<file path="src/common/fetch_pkg.sv">
/*
 * shared constants and bus/record structs for the fetch front end
 */
package fetch_pkg;

    localparam int LINE_BYTES = 16;              // bytes per fetched line
    localparam int LINE_W     = LINE_BYTES * 8;
    localparam int ADDR_W     = 32;              // byte address width

    localparam logic [ADDR_W-1:0] RESET_PC = 32'h0000_1000; // line aligned

    // line fifo sizing, depth kept a power of two
    localparam int FIFO_DEPTH = 2;
    localparam int FIFO_PTR_W = $clog2(FIFO_DEPTH);
    localparam int FIFO_CNT_W = $clog2(FIFO_DEPTH + 1);

    // wishbone classic request, master side
    typedef struct packed {
        logic              cyc;
        logic              stb;
        logic              we;   // reads only
        logic [ADDR_W-1:0] adr;  // line address in bytes
    } wb_req_t;

    // wishbone classic response, slave side
    typedef struct packed {
        logic              ack;
        logic [LINE_W-1:0] dat;
    } wb_rsp_t;

    // one issued instruction
    typedef struct packed {
        logic [ADDR_W-1:0] pc;
        logic [31:0]       instr;      // upper half zero when compressed
        logic              compressed;
    } instr_t;

endpackage

</file>
<file path="src/fetch/fetch_wb_master.sv">
/*
 * wishbone classic read master, fetches sequential lines
 * from RESET_PC and pushes them into the line fifo
 */
`timescale 1ns/1ps

module fetch_wb_master (
    input  logic                         clk_i,
    input  logic                         rstn_i,

    // memory bus
    output fetch_pkg::wb_req_t           wb_req_o,
    input  fetch_pkg::wb_rsp_t           wb_rsp_i,

    // line fifo side
    input  logic                         room_i,
    output logic                         push_o,
    output logic [fetch_pkg::LINE_W-1:0] push_line_o
);

    import fetch_pkg::*;

    logic              busy_q;     // one transfer in flight
    logic [ADDR_W-1:0] adr_q;      // address of the current or next line
    logic              start;
    logic              done;

    // a new transfer only from idle, never in the ack cycle
    assign start = !busy_q && room_i;
    assign done  = busy_q && wb_rsp_i.ack;

    always_ff @(posedge clk_i or negedge rstn_i) begin
        if (!rstn_i) begin
            busy_q <= 1'b0;
            adr_q  <= RESET_PC;
        end else begin
            if (done) begin
                busy_q <= 1'b0;
                adr_q  <= adr_q + ADDR_W'(LINE_BYTES); // next sequential line
            end else if (start) begin
                busy_q <= 1'b1;
            end
        end
    end

    always_comb begin
        wb_req_o.cyc = busy_q;
        wb_req_o.stb = busy_q;
        wb_req_o.we  = 1'b0;
        wb_req_o.adr = adr_q;
    end

    // line goes straight into the fifo on ack
    assign push_o      = done;
    assign push_line_o = wb_rsp_i.dat;

    // classic handshake: request held until the slave acks
    a_req_hold: assert property (
        @(posedge clk_i) disable iff (!rstn_i)
        (wb_req_o.stb && !wb_rsp_i.ack) |=> (wb_req_o.stb && $stable(wb_req_o.adr))
    ) else $error("wishbone request dropped or address changed before ack");

endmodule

</file>
<file path="src/fetch/fetch_line_fifo.sv">
/*
 * show-ahead register fifo holding fetched instruction lines
 */
`timescale 1ns/1ps

module fetch_line_fifo (
    input  logic                         clk_i,
    input  logic                         rstn_i,

    input  logic                         push_i,
    input  logic [fetch_pkg::LINE_W-1:0] push_line_i,

    input  logic                         pop_i,
    output logic [fetch_pkg::LINE_W-1:0] head_o,
    output logic                         empty_o,
    output logic                         room_o
);

    import fetch_pkg::*;

    logic [LINE_W-1:0]     mem_q [FIFO_DEPTH];
    logic [FIFO_PTR_W-1:0] wr_ptr_q;
    logic [FIFO_PTR_W-1:0] rd_ptr_q;
    logic [FIFO_CNT_W-1:0] count_q;

    // storage, no reset needed
    always_ff @(posedge clk_i) begin
        if (push_i) begin
            mem_q[wr_ptr_q] <= push_line_i;
        end
    end

    // pointers wrap naturally since depth is a power of two
    always_ff @(posedge clk_i or negedge rstn_i) begin
        if (!rstn_i) begin
            wr_ptr_q <= '0;
            rd_ptr_q <= '0;
            count_q  <= '0;
        end else begin
            if (push_i) begin
                wr_ptr_q <= wr_ptr_q + 1'b1;
            end
            if (pop_i) begin
                rd_ptr_q <= rd_ptr_q + 1'b1;
            end
            case ({push_i, pop_i})
                2'b10:   count_q <= count_q + 1'b1;
                2'b01:   count_q <= count_q - 1'b1;
                default: count_q <= count_q;   // both or neither
            endcase
        end
    end

    assign head_o  = mem_q[rd_ptr_q];   // show-ahead
    assign empty_o = (count_q == '0);

    // a pending push already claims the free slot
    assign room_o = (count_q < FIFO_CNT_W'(FIFO_DEPTH)) && !push_i;

    a_no_pop_empty: assert property (
        @(posedge clk_i) disable iff (!rstn_i)
        pop_i |-> !empty_o
    ) else $error("line fifo popped while empty");

endmodule

</file>
<file path="src/fetch/fetch_adapter.sv">
/*
 * two-line buffer between the line fifo and the issue stage,
 * exposes a 32-bit byte window and consumes 2 or 4 bytes per read
 */
`timescale 1ns/1ps

module fetch_adapter (
    input  logic                         clk_i,
    input  logic                         rstn_i,

    // line fifo side
    input  logic                         fifo_empty_i,
    input  logic [fetch_pkg::LINE_W-1:0] fifo_head_i,
    output logic                         fifo_pop_o,

    // byte window towards the issue stage
    output logic [31:0]                  window_o,
    output logic [2:0]                   avail_o,   // buffered bytes, capped at 4
    input  logic                         consume_i,
    input  logic                         size_i     // 0: 2 bytes, 1: 4 bytes
);

    import fetch_pkg::*;

    logic [LINE_W-1:0]   lines_q [2];
    logic [1:0]          fill_q;        // extra bit tells full from empty
    logic [1:0]          active_q;
    logic [4:0]          bytes_left_q;  // left in the active line
    logic [1:0]          line_cnt;
    logic                full;
    logic                fill_slot;
    logic                active_slot;
    logic [3:0]          offset;        // byte offset in the active line
    logic [2*LINE_W-1:0] pair;
    logic [5:0]          buffered;
    logic [4:0]          step;
    logic                line_done;

    assign fill_slot   = fill_q[0];
    assign active_slot = active_q[0];
    assign line_cnt    = fill_q - active_q;
    assign full        = (line_cnt == 2'd2);

    // take the head line as soon as a slot is free
    assign fifo_pop_o = !fifo_empty_i && !full;

    always_ff @(posedge clk_i) begin
        if (fifo_pop_o) begin
            lines_q[fill_slot] <= fifo_head_i;
        end
    end

    // window spans active and next line, so straddling words come out whole
    assign offset   = 4'(5'(LINE_BYTES) - bytes_left_q);
    assign pair     = {lines_q[~active_slot], lines_q[active_slot]};
    assign window_o = pair[{offset, 3'b000} +: 32];

    always_comb begin
        if (line_cnt == 2'd0) begin
            buffered = '0;
        end else if (line_cnt == 2'd1) begin
            buffered = {1'b0, bytes_left_q};
        end else begin
            buffered = {1'b0, bytes_left_q} + 6'(LINE_BYTES);
        end
    end

    assign avail_o = (buffered > 6'd4) ? 3'd4 : buffered[2:0];

    // read side
    assign step      = size_i ? 5'd4 : 5'd2;
    assign line_done = consume_i && (step >= bytes_left_q);

    always_ff @(posedge clk_i or negedge rstn_i) begin
        if (!rstn_i) begin
            fill_q       <= '0;
            active_q     <= '0;
            bytes_left_q <= 5'(LINE_BYTES);
        end else begin
            if (fifo_pop_o) begin
                fill_q <= fill_q + 2'd1;
            end
            if (line_done) begin
                // frees the slot, remainder of a straddling read comes off the next line
                active_q     <= active_q + 2'd1;
                bytes_left_q <= bytes_left_q + 5'(LINE_BYTES) - step;
            end else if (consume_i) begin
                bytes_left_q <= bytes_left_q - step;
            end
        end
    end

    a_consume_avail: assert property (
        @(posedge clk_i) disable iff (!rstn_i)
        consume_i |-> (size_i ? (avail_o == 3'd4) : (avail_o >= 3'd2))
    ) else $error("issue stage consumed more bytes than buffered");

endmodule

</file>
<file path="src/fetch/fetch_issue.sv">
/*
 * issue stage: length detection, program counter
 * and a registered valid/ready instruction output
 */
`timescale 1ns/1ps

module fetch_issue (
    input  logic                clk_i,
    input  logic                rstn_i,

    // adapter side
    input  logic [31:0]         window_i,
    input  logic [2:0]          avail_i,
    output logic                consume_o,
    output logic                size_o,

    // instruction stream
    output fetch_pkg::instr_t   instr_o,
    output logic                instr_valid_o,
    input  logic                instr_ready_i
);

    import fetch_pkg::*;

    logic              is_full;    // 32-bit encoding
    logic [2:0]        need;
    logic              slot_free;
    logic [ADDR_W-1:0] pc_q;
    logic              valid_q;
    instr_t            instr_q;

    assign is_full = (window_i[1:0] == 2'b11);
    assign need    = is_full ? 3'd4 : 3'd2;
    assign size_o  = is_full;

    // output slot empty or being taken this cycle
    assign slot_free = !valid_q || instr_ready_i;
    assign consume_o = slot_free && (avail_i >= need);

    always_ff @(posedge clk_i or negedge rstn_i) begin
        if (!rstn_i) begin
            pc_q    <= RESET_PC;
            valid_q <= 1'b0;
        end else begin
            if (consume_o) begin
                pc_q    <= pc_q + ADDR_W'(need);
                valid_q <= 1'b1;
            end else if (instr_ready_i) begin
                valid_q <= 1'b0;
            end
        end
    end

    // record payload
    always_ff @(posedge clk_i) begin
        if (consume_o) begin
            instr_q.pc         <= pc_q;
            instr_q.instr      <= is_full ? window_i : {16'h0000, window_i[15:0]};
            instr_q.compressed <= !is_full;
        end
    end

    assign instr_o       = instr_q;
    assign instr_valid_o = valid_q;

    a_hold_stalled: assert property (
        @(posedge clk_i) disable iff (!rstn_i)
        (instr_valid_o && !instr_ready_i) |=> (instr_valid_o && $stable(instr_o))
    ) else $error("instruction record changed while stalled");

endmodule

</file>
<file path="src/verilog/fetch_top.sv">
/*
 * fetch front end top: wishbone master, line fifo, adapter, issue stage
 */
`timescale 1ns/1ps

module fetch_top (
    input  logic               clk_i,
    input  logic               rstn_i,

    output fetch_pkg::wb_req_t wb_req_o,
    input  fetch_pkg::wb_rsp_t wb_rsp_i,

    output fetch_pkg::instr_t  instr_o,
    output logic               instr_valid_o,
    input  logic               instr_ready_i
);

    import fetch_pkg::*;

    logic              room;
    logic              push;
    logic [LINE_W-1:0] push_line;
    logic              pop;
    logic [LINE_W-1:0] head;
    logic              empty;
    logic [31:0]       window;
    logic [2:0]        avail;
    logic              consume;
    logic              size;

    fetch_wb_master master_i (
        .clk_i       (clk_i),
        .rstn_i      (rstn_i),
        .wb_req_o    (wb_req_o),
        .wb_rsp_i    (wb_rsp_i),
        .room_i      (room),
        .push_o      (push),
        .push_line_o (push_line)
    );

    fetch_line_fifo fifo_i (
        .clk_i       (clk_i),
        .rstn_i      (rstn_i),
        .push_i      (push),
        .push_line_i (push_line),
        .pop_i       (pop),
        .head_o      (head),
        .empty_o     (empty),
        .room_o      (room)
    );

    fetch_adapter adapter_i (
        .clk_i        (clk_i),
        .rstn_i       (rstn_i),
        .fifo_empty_i (empty),
        .fifo_head_i  (head),
        .fifo_pop_o   (pop),
        .window_o     (window),
        .avail_o      (avail),
        .consume_i    (consume),
        .size_i       (size)
    );

    fetch_issue issue_i (
        .clk_i         (clk_i),
        .rstn_i        (rstn_i),
        .window_i      (window),
        .avail_i       (avail),
        .consume_o     (consume),
        .size_o        (size),
        .instr_o       (instr_o),
        .instr_valid_o (instr_valid_o),
        .instr_ready_i (instr_ready_i)
    );

endmodule

</file>
<file path="config.mk">
export PLATFORM = sky130hd
export DESIGN_NAME = fetch_top
export DESIGN_NICKNAME = d
export VERILOG_FILES = /design/src/common/fetch_pkg.sv /design/src/fetch/fetch_wb_master.sv /design/src/fetch/fetch_line_fifo.sv /design/src/fetch/fetch_adapter.sv /design/src/fetch/fetch_issue.sv /design/src/verilog/fetch_top.sv
export SDC_FILE = /design/constraint.sdc
export NUM_CORES = 1
export LEC_CHECK = 0
export CORE_MARGIN = 2
export CORE_UTILIZATION = 41
export CTS_CLUSTER_DIAMETER = 200
export DETAILED_ROUTE_END_ITERATION = 6
export DONT_BUFFER_PORTS = 1
export GPL_ROUTABILITY_DRIVEN = 0
export PLACE_DENSITY_LB_ADDON = 0.3
export SYNTH_ARGS = -nofsm -noshare
export SYNTH_HDL_FRONTEND = slang
export SYNTH_SLANG_ARGS = --single-unit
</file>
<file path="constraint.sdc">
create_clock -name clk_i -period 8.1 [get_ports clk_i]
set_clock_uncertainty 0.05 [all_clocks]
set_input_delay 0.405 -clock clk_i [delete_from_list [all_inputs] [get_ports clk_i]]
set_output_delay 0.405 -clock clk_i [all_outputs]
set_load 0.05 [all_outputs]
</file>
### Word level (Yosys, flattened, before mapping)

Memories as Yosys holds them, arrays and structs flattened.
Index checks and enable logic that the tools add are counted.

| cells by class | value |
|---|---|
| reductions and logical operators | 19 |
| add/sub/neg operators | 14 |
| $lt $le $gt $ge | 4 |
| mux-type cells | 16 |
| eq/ne operators | 5 |
| bitwise operators | 1 |
| multipliers | 0 |
| divide/modulo/power cells | 0 |
| shift-type cells | 1 |

Operators by type and width:

| cell | number |
|---|---|
| $shiftx 256x8->32 | 1 |
| $add 32x3->32 | 1 |
| $add 32x5->32 const B | 1 |
| $mux 6 | 2 |
| $mux 5 | 2 |
| $mux 3 | 3 |
| $mux 1 | 8 |
| $reduce_bool 2->1 | 4 |
| $add 2x1->2 const B | 3 |
| $add 5x5->6 const B | 1 |
| $eq 2x2->1 const B | 3 |
| $gt 6x3->1 const B | 1 |
| $logic_and 1x1->1 | 6 |
| $logic_not 1->1 | 6 |
| $add 5x5->5 const B | 1 |
| $ge 3x5->1 | 1 |
| $sub 5x3->5 | 1 |
| $sub 5x5->5 | 1 |
| $eq 2x1->1 const B | 2 |
| $logic_not 2->1 | 2 |
| $pmux 2 s2 | 1 |
| $sub 1x4->4 const A | 1 |
| $ge 3x3->1 | 1 |
| $add 1x1->1 const B | 2 |
| other kinds (5) | 5 |

| storage, ports and cells | value |
|---|---|
| memories kept | 2 |
| bits in registers | 144 |
| logic and storage cells | 76 |
| input port bits | 132 |
| RAM bits | 512 |
| memory bits (read-only) | 0 |
| bits in latches | 0 |

Memory list:

| memory | depth | bits a word | rd ports | clocked after Yosys merged registers in | write ports | RTL line | source |
|---|---|---|---|---|---|---|---|
| adapter_i.lines_q | 2 | 128 | 2 | 0 | 1 | fetch_adapter.sv:25 | `logic [LINE_W-1:0] lines_q [2];` |
| fifo_i.mem_q | 2 | 128 | 1 | 0 | 1 | fetch_line_fifo.sv:21 | `logic [LINE_W-1:0] mem_q [FIFO_DEPTH];` |

### Depth between registers and ports, before layout

Gate-level depths: netlist (run 1).

| logic depth | value |
|---|---|
| depth in word-level cells | 10 |
| mapped depth | 18 |
| gate-level depth less buffers | 15 |

### Hierarchy

From an unflattened synthesis (run 1), not the netlist that was laid out.

| unflattened totals | value |
|---|---|
| cells, all modules | 1,537 |
| area total of the unflattened synthesis | 27,689.1 um^2 |

By module, submodules not included:

| module | cells each | instances | area an instance (um^2) |
|---|---|---|---|
| fetch_adapter | 648 | 1 | 12,295.5 |
| fetch_line_fifo | 414 | 1 | 9,461.6 |
| fetch_issue | 228 | 1 | 3,621.0 |
| fetch_wb_master | 247 | 1 | 2,311.0 |

### Least setup slack after synthesis (run 1)

OpenSTA, ideal clock, no wires.

| timing | value |
|---|---|
| path kind | reg-to-reg |
| from | register master_i.busy_q |
| to | memory fifo_i.mem_q[0][0] (netlist bit) (enable) |
| setup time | 617 ps |
| stages on the path, launching flop included | 3 |
| slack | 1,509 ps |
| arrival | 5,924 ps |
| required time | 7,433 ps |
| clock period less this slack | 6,591 ps |
| cell sequence | dfrtp_1 > nand2_1 > nor2_1 |

| on the way | value |
|---|---|
| word-level cells in the longest chain between the ends | 3 |

Ends and longest elaborated chain:

| item | RTL line | source |
|---|---|---|
| start: declaration | fetch_wb_master.sv:23 | `logic busy_q;` |
| start signal: assignment | fetch_wb_master.sv:34 | `busy_q <= 1'b0;` |
| start signal: assignment | fetch_wb_master.sv:38 | `busy_q <= 1'b0;` |
| start signal: assignment | fetch_wb_master.sv:41 | `busy_q <= 1'b1;` |
| $logic_and 1x1->1 | fetch_wb_master.sv:30 | `assign done = busy_q && wb_rsp_i.ack;` |
| $mux 1 | fetch_line_fifo.sv:28 | `if (push_i) begin` |
| $mux 1 (implied by the code) | fetch_line_fifo.sv:29 | `mem_q[wr_ptr_q] <= push_line_i;` |
| end: declaration | fetch_line_fifo.sv:21 |  |

Every way passes these cells.

### Final worst setup path (run 1)

| timing | value |
|---|---|
| from | register adapter_i.bytes_left_q[1] |
| to | register issue_i.pc_q[5] |

| on the way | value |
|---|---|
| elaborated cells between the ends (all ways) | 12 |
| those cells by class | 3 x add/sub; 2 x order compare; 1 x eq/ne; 1 x shift; 4 x mux; 1 x reduce/logical |

RTL lines:

| item | RTL line | source |
|---|---|---|
| start: declaration | fetch_adapter.sv:28 | `logic [4:0] bytes_left_q;` |
| start signal: assignment | fetch_adapter.sv:78 | `bytes_left_q <= 5'(LINE_BYTES);` |
| start signal: assignment | fetch_adapter.sv:86 | `bytes_left_q <= bytes_left_q + 5'(LINE_BYTES) - step;` |
| start signal: assignment | fetch_adapter.sv:88 | `bytes_left_q <= bytes_left_q - step;` |
| $sub 1x4->4 * | fetch_adapter.sv:54 | `assign offset = 4'(5'(LINE_BYTES) - bytes_left_q);` |
| $shiftx 256x8->32 * | fetch_adapter.sv:56 | `assign window_o = pair[{offset, 3'b000} +: 32];` |
| net adapter_i.window_o[1] | fetch_adapter.sv:17 | `output logic [31:0] window_o,` |
| $eq 2x2->1 * | fetch_issue.sv:32 | `assign is_full = (window_i[1:0] == 2'b11);` |
| $mux 3 * | fetch_issue.sv:33 | `assign need = is_full ? 3'd4 : 3'd2;` |
| branches (longest 2 deep; another with $add 32x3->32) | - |  |
| end signal: assignment | fetch_issue.sv:46 | `pc_q <= pc_q + ADDR_W'(need);` |
| end: declaration | fetch_issue.sv:28 | `logic [ADDR_W-1:0] pc_q;` |

Mark *: on every way through the listed nets, which the timed path passes.
A chain may end at the register's enable or synchronous reset.

==> impl.org, run 1 <==
** Status
- Run status :: completed

** Yosys
- The synthesized design spends more area on one cell type than any other, namely sky130_fd_sc_hd__edfxtp_1.
- Main synth FF type :: sky130_fd_sc_hd__edfxtp_1
- Top cells by instance count after synthesis :: sky130_fd_sc_hd__edfxtp_1, sky130_fd_sc_hd__nand2_1, sky130_fd_sc_hd__mux2_2
- Netlist Area Pre-Place :: 26800 um^2
- Async set-or-reset flop fraction in the synthesized netlist :: 11.2%
- Compound-Gate Fraction of Synth Area :: 1.04%
- Yosys mapped a number of flops with a built-in enable equal to 576.
- Dominant cell by count in the synthesized netlist :: sky130_fd_sc_hd__edfxtp_1
- The portion of synthesized area spent on multiplexers is 15.3%.
- Total number of yosys warnings :: 0
- In this run the mean area of a mapped cell was 17.7 um^2.
- Distinct cell type count of the synthesized netlist :: 52
- Of the total synthesized cell area, the portion taken by XOR and XNOR cells is 2.35%.
- After synthesis, the largest family of logic cells by area is multiplexers.
- Of the total synthesized cell area, the portion taken by AND, OR, NAND and NOR gates is 6.83%.
- Of the post-synthesis cell area, the dominant cell type holds 64.7%.
- Area share of fa/ha/maj cells after synthesis :: 0.973%
- Synthesis produced 1509 cells.
- Synthesis-stage register bit count :: 649
- Of the synthesized area, sequential elements account for 71.5%.
- Sorting the synthesized cells by area gives the leading types as sky130_fd_sc_hd__edfxtp_1, sky130_fd_sc_hd__dfrtp_1, sky130_fd_sc_hd__mux2_2.

** STA
- Max-slew headroom at the worst pin :: 16.1%
- After routing, the total negative slack on setup checks comes to 0 ns.
- The number of pins with negative max-slew slack in the final report is 0.
- Setup repair after global routing left no endpoint under its margin.
- Of the available clock period, the critical path in the final layout requires 81.9%.
- Static timing analysis puts the maximum clock frequency at 0.151 GHz.
- Final critical-path required period :: 6.64 ns
- Total count of hold-check failures in the final report :: 0
- Transition time at the pin with the least slew margin :: 1.26 ns
- Setup violations remaining at the end of the flow were counted as 0.

** Finish
- Non-filler instance count after layout :: 2568
- From synthesis to final layout, the design area changed by 16.6%.
- The net count of the finished layout is 1812.
- The post-route netlist has 18.7% of its cells at a drive strength greater than 1.

** Die
- In this run the vertical extent of the chip is 259 um.
- Starting utilization of the core area :: 41.5%
- I/O pins :: 233
- Die outline width :: 259 um
- In this run the core area contains 93 standard-cell rows.
- The floorplan step defined a die boundary enclosing 67300 um^2.
- The core region is 64500 um^2.

** CTS
- The longest clock path from root to sink contains 3 buffers.
- H-tree Lvls :: 3
- The number of clock buffers added by TritonCTS is 71.
- Clock sink count :: 649
- Clock input transition at the sequential cells of the worst setup and hold paths :: 0.06 ns
- Cell at the root of the clock tree :: sky130_fd_sc_hd__clkbuf_16
- Post-CTS Resized :: 0
- Worst skew pair latency :: 0.61 ns
- Clock tree from TritonCTS :: done

** Drt
- Detail-routed via count per cell :: 5.41
- Via count :: 13900
- The count of nets left with antenna violations once routing finished came out at 0.
- Routed length per placed instance :: 22.6 um
- Number of detailed-routing iterations run before antenna repair :: 7
- DRC viols :: 0
- In this run, the number of DRC markers left after iteration 0 of detailed routing was 1100.
- WL final :: 57900 um

** Run
- Across the run, the number of max-cap violations was 0.

** Setup path
- STA classifies the critical path startpoint as a flip-flop.
- Along the worst path, the maximum fanout reaches 60.
- Data required time at the worst endpoint :: 8.57 ns
- Arrival time of the worst setup path :: 7.11 ns
- Endpoint kind of the worst setup timing path :: flip-flop
- Setup slack of the most critical reg-to-reg path :: 1.46 ns
- Worst setup path category :: flip-flop to flip-flop
- Critical R2R Capture :: issue_i.pc_q[5]
- For the worst flop-to-flop path, the logic depth is 15.
- RR Startpoint :: adapter_i.bytes_left_q[1]

** Global route
- Pin count of the biggest net entering global routing :: 84
- Global routing consumed, over all layers together, 17.3% of the routing resources.
- The initial antenna violation count came to 1.
- The total overflow left after global routing is 0.
- The first global-routing pass estimated 88100 um of wire.
- Number of global-route vias before repair :: 14300

** Placement
- Once placement completed, the tool counted placed cells totaling 2312.
- During placement, the flow inserted port buffers numbering 0.
- After legalization and detailed placement, the total HPWL measured 37200 um.

** Worst hold path
- The path class of the tightest hold or removal check is input port to flip-flop.
- The worst hold path was traced through 2 stages.
- HP Start :: instr_ready_i
- For hold timing, the worst endpoint is issue_i.instr_valid_o.
[logic make-up (layout without fill, tap and decap cells)]
logic type,Yosys count,count (layout)
flip-flops,649,649
AND/OR/NAND/NOR,390,390
buffers and inverters,93,291
other,1,7
multiplexers,244,244
AO/OA/AOI/OAI,42,42
adder cells (fa/ha/maj),19,19
XOR/XNOR,71,71
[layer usage]
metal,wire (um),GRT usage [%],vias up
li1,-,-,6218
met1,23600,22.1,7112
met2,29000,29.2,470
met3,4080,4.58,90
met4,1260,4.60,2
met5,12,0,-
[stage by stage]
| stage | utilization [%] | instance area [um^2] | worst slack [ns] | hold slack, ns |
|---|---|---|---|---|
| after floorplan | - | 26800 | 1.51 | 0.0594 |
| after global placement | 42.8 | 27600 | 1.52 | 0.0620 |
| after detailed placement | 42.8 | 27600 | 1.34 | 0.0620 |
| after CTS | 48.4 | 31200 | 1.36 | 0.0507 |
| after global routing | 48.4 | 31200 | 1.00 | 0.0777 |
| final | 48.4 | 31200 | 1.46 | 0.0891 |
[final cells by class]
class	instances	area (um^2)
fill	5402	33300
multi-input combinational	772	7160
tap	855	1070
clock buffer	81	1820
clock inverter	43	464
timing repair buffer	151	1480
antenna	1	2.50
sequential	649	19100
inverter	16	61.3
[flip-flops by register name, indices dropped and copies added (netlist names)]
register,cells
adapter_i.active_q,2
adapter_i.bytes_left_q,4
adapter_i.fill_q,2
adapter_i.lines_q,256
fifo_i.count_q,2
fifo_i.mem_q,256
fifo_i.rd_ptr_q,1
fifo_i.wr_ptr_q,1
issue_i.instr_o,64
issue_i.instr_valid_o,1
issue_i.pc_q,31
master_i.adr_q,28
master_i.busy_q,1
[repair_timing]
| item | 4_1_cts | 5_1_grt |
|---|---|---|
| hold buffers | 131 | 0 |
| endpoints found under the setup margin | 0 | 0 |
| endpoints found under the hold margin | 331 | 0 |
| setup buffers | 0 | 0 |
[worst max-delay path, stage by stage, from the launching register on]
cell	delay, ns
sky130_fd_sc_hd__dfrtp_4	0.61
sky130_fd_sc_hd__inv_1	0.51
sky130_fd_sc_hd__ha_2	0.80
sky130_fd_sc_hd__buf_4	0.45
sky130_fd_sc_hd__mux4_1	0.35
sky130_fd_sc_hd__nand3_1	0.09
sky130_fd_sc_hd__nand4_1	0.21
sky130_fd_sc_hd__nand2_1	0.91
sky130_fd_sc_hd__ha_1	0.38
sky130_fd_sc_hd__nand2b_1	0.14
sky130_fd_sc_hd__a21oi_1	0.46
sky130_fd_sc_hd__or2_2	0.31
sky130_fd_sc_hd__clkinv_2	0.32
sky130_fd_sc_hd__buf_4	0.44
sky130_fd_sc_hd__nand4b_1	0.24
sky130_fd_sc_hd__xnor2_1	0.14
[layout by cell type (no fill, tap or decap), types with 4 or more instances in the layout]
cell type	instances
sky130_fd_sc_hd__a41oi_1	7
sky130_fd_sc_hd__clkinv_2	9
sky130_fd_sc_hd__xor2_1	20
sky130_fd_sc_hd__a31oi_1	4
sky130_fd_sc_hd__mux4_1	52
sky130_fd_sc_hd__mux2i_1	11
sky130_fd_sc_hd__nand3_1	99
sky130_fd_sc_hd__nor2_1	17
sky130_fd_sc_hd__edfxtp_1	576
sky130_fd_sc_hd__inv_6	4
sky130_fd_sc_hd__buf_4	20
sky130_fd_sc_hd__bufinv_16	6
sky130_fd_sc_hd__nand4_1	30
sky130_fd_sc_hd__ha_1	15
sky130_fd_sc_hd__clkinv_1	15
sky130_fd_sc_hd__dfrtp_1	67
sky130_fd_sc_hd__a21oi_1	14
sky130_fd_sc_hd__nand2_1	187
sky130_fd_sc_hd__and3_1	13
sky130_fd_sc_hd__nor2b_1	4
sky130_fd_sc_hd__clkbuf_16	71
sky130_fd_sc_hd__mux2_2	129
sky130_fd_sc_hd__conb_1	6
sky130_fd_sc_hd__o21ai_0	5
sky130_fd_sc_hd__mux4_2	52
sky130_fd_sc_hd__clkbuf_1	9
sky130_fd_sc_hd__a22oi_1	4
sky130_fd_sc_hd__inv_1	15
sky130_fd_sc_hd__xnor2_1	49
sky130_fd_sc_hd__and4_1	6
sky130_fd_sc_hd__dlygate4sd3_1	130
sky130_fd_sc_hd__nor3_1	12
[how the worst max path moves through the flow]
stage	to	start	slack, ns	cells after the start
floorplan	fifo_i.mem_q[0][0]	master_i.busy_q	1.51	2
CTS	adapter_i.bytes_left_q[3]	adapter_i.bytes_left_q[1]	1.36	15
detailed placement	adapter_i.bytes_left_q[3]	adapter_i.bytes_left_q[1]	1.34	15
global route	adapter_i.bytes_left_q[3]	adapter_i.bytes_left_q[1]	1.00	15
finish	issue_i.pc_q[5]	adapter_i.bytes_left_q[1]	1.46	15
global placement	adapter_i.bytes_left_q[3]	adapter_i.bytes_left_q[1]	1.52	15
Power of run 1 is not shown: default switching activity piles up to over one toggle a cycle in this logic, so the estimate is an artifact.
==> run 2: changes to the inputs <==
- clock period: 8.1 -> 5.4 ns (I/O delays scaled with it)
==> run 2 against run 1 <==
  * Non-clock buffer count is 6 higher
  * Via count is 0.37% lower
  * Register-to-register slack worse by 0.84 ns
  * Global-route usage is 0.31 points lower
  * Sequential share of layout area is 0.44 points lower
  * Critical endpoint unchanged
==> impl.org, run 2 (synthesized netlist as in run 1, its figures left out) <==
** Status
- The flow ran to the end, and the final reports show no timing, DRC or antenna violations.

** Die
- I/O pins :: 233
- After floorplanning, the core was sized to cover 64500 um^2.
- Starting utilization of the core area :: 41.5%
- The die covers 67300 um^2.
- DIE HEIGHT :: 259 um
- The die is 259 um wide.
- Std-Cell Rows :: 93

** Setup path
- The critical path in this run is classified as flip-flop to flip-flop.
- In this run the worst setup path begins at adapter_i.bytes_left_q[1].
- The worst register-to-register path begins at adapter_i.bytes_left_q[1].
- Endpoint kind of the worst setup timing path :: flip-flop
- FF-to-FF path depth :: 15
- Critical R2R Capture :: issue_i.pc_q[5]
- Critical Path Source Type :: flip-flop
- Logic depth of the worst setup path including buffers :: 15
- In this run the worst path has a maximum fanout of 35.
- For the worst setup path, the data arrival time is 5.24 ns.
- For flop-to-flop paths, the worst setup slack is 0.63 ns.
- In this design, the stage delay of the slowest critical-path cell is 0.61 ns.
- Worst Path Buf+Inv :: 4
- Crit-path slowest cell :: sky130_fd_sc_hd__dfrtp_4
- The signal on the critical path passes through inv_1 -> ha_2 -> mux4_2 -> nand3_1 -> nand4_1 -> nand2_1 -> ha_1 -> nand2b_1 -> a21oi_1 -> buf_4 -> or2_2 -> clkinv_2 -> buf_12 -> nand4b_1 -> xnor2_1.
- Top delay family on crit path :: simple AND/OR/NAND/NOR gates
- At the worst endpoint, the required time is 5.87 ns.
- The critical path ends at issue_i.pc_q[5].

** CTS
- Clock input transition at the sequential cells of the worst setup and hold paths :: 0.06 ns
- CTS Buf Count :: 71
- Counting every sink on the clock net gives 649.
- Worst skew pair latency :: 0.61 ns
- Cell at the root of the clock tree :: sky130_fd_sc_hd__clkbuf_16
- Clock tree from TritonCTS :: done
- Counting along the longest clock path gives a buffer depth of 3.
- H-tree Lvls :: 3

** Global route
- Wire length of the first global-routing pass :: 86000 um
- The initial antenna violation count was 5.
- Global routing consumed, over all layers together, 17.0% of the routing resources.
- Entering global routing, the biggest net connects 130 pins.
- Number of global-route vias before repair :: 14400
- For this run the aggregate overflow at the end of global routing stands at 0.

** Drt
- After detailed routing, the wire length on met1 is 22900 um.
- Via count :: 13800
- Summed over all nets, wire length on met2 after detailed routing comes to 28100 um.
- In the final routed layout, each cell accounts on average for 22.0 um.
- Signal routing reaches up to met5.
- Detail-routed via count per cell :: 5.37
- In this run the remaining antenna-violating nets after routing total 0.
- For this block, the initial DRC count from the detailed router was 1095.
- DRC viols :: 0
- Wires add up to 56800 um.
- Routed length on met3 :: 3950 um
- The first detailed-routing pass took 5 iterations.

** Finish
- Layout cells sized above 1 :: 19.2%
- Final net count :: 1818
- Commonest non-fill, non-tap cell in the layout :: sky130_fd_sc_hd__edfxtp_1
- Layout overhead on the synthesized area :: 17.5%
- The layout has 5358 filler cells.
- Commonest cells after routing, fill and taps aside :: sky130_fd_sc_hd__edfxtp_1, sky130_fd_sc_hd__nand2_1, sky130_fd_sc_hd__dlygate4sd3_1, sky130_fd_sc_hd__mux2_2, sky130_fd_sc_hd__nand3_1

** Placement
- The wire-length estimate of the detail-placed layout is 36200 um.
- Number of I/O port buffers :: 0

** STA
- Setup repair after global routing left no endpoint under its margin.
- Accumulated negative setup slack :: 0 ns
- The number of pins with negative max-slew slack in the final report came to 0.
- Transition time at the pin with the least slew margin :: 1.26 ns
- Period utilisation layout :: 88.4%
- Max-slew headroom at the worst pin :: 15.8%
- The worst path in the final design needs a cycle of 4.77 ns, including I/O delays and setup.
- The final number of hold-violating endpoints was 0.
- Maximum clock frequency :: 0.209 GHz
- Setup violations remaining at the end of the flow were counted as 0.

** Worst hold path
- Hold crit path type :: input port to asynchronous set/reset pin

** Run
- Max Cap Violations :: 0
## run 2: stage by stage
step	hold slack [ns]	utilization (%)	worst slack, ns	instances	area, um^2
global placement	-0.0723	43.0	0.647	2317	27700
CTS	0.135	48.7	0.511	2577	31400
floorplan	-0.0756	-	0.596	1514	26800
detailed placement	-0.0724	43.0	0.523	2317	27700
global route	0.179	48.7	0.313	2577	31400
finish	0.149	48.7	0.625	2578	31400
## run 2: final cells by class
class	instances	area (um^2)	area share, %
Clock inverter	43	498	1.58
Multi-Input combinational cell	772	7160	22.8
Sequential cell	649	19100	60.9
Inverter	16	61.3	0.195
Timing Repair Buffer	157	1600	5.10
Clock buffer	85	1890	6.02
Tap cell	855	1070	3.40
Antenna cell	1	2.50	0.00796
## run 2: how the worst min path moves through the flow
stage	start	to	cells past startpoint
floorplan	rstn_i	adapter_i.active_q[0]	0
global placement	rstn_i	issue_i.pc_q[25]	0
detailed placement	rstn_i	issue_i.pc_q[25]	0
CTS	rstn_i	issue_i.pc_q[24]	2
global route	rstn_i	issue_i.pc_q[23]	2
finish	rstn_i	issue_i.pc_q[24]	2
## run 2: repair_timing
item / CTS / global route
hold endpoints to repair: 336 / 0
buffers inserted: 0 / 0
hold buffers: 132 / 0
gates resized for setup: 0 / 0
## run 2: layer usage
| layer | track usage [%] | vias up |
|---|---|---|
| met5 | 0 | - |
| met3 | 4.53 | 118 |
| met2 | 28.2 | 473 |
| met4 | 6.27 | 10 |
| met1 | 21.4 | 7010 |
| li1 | - | 6229 |
Power of run 2 is left out for the same reason.
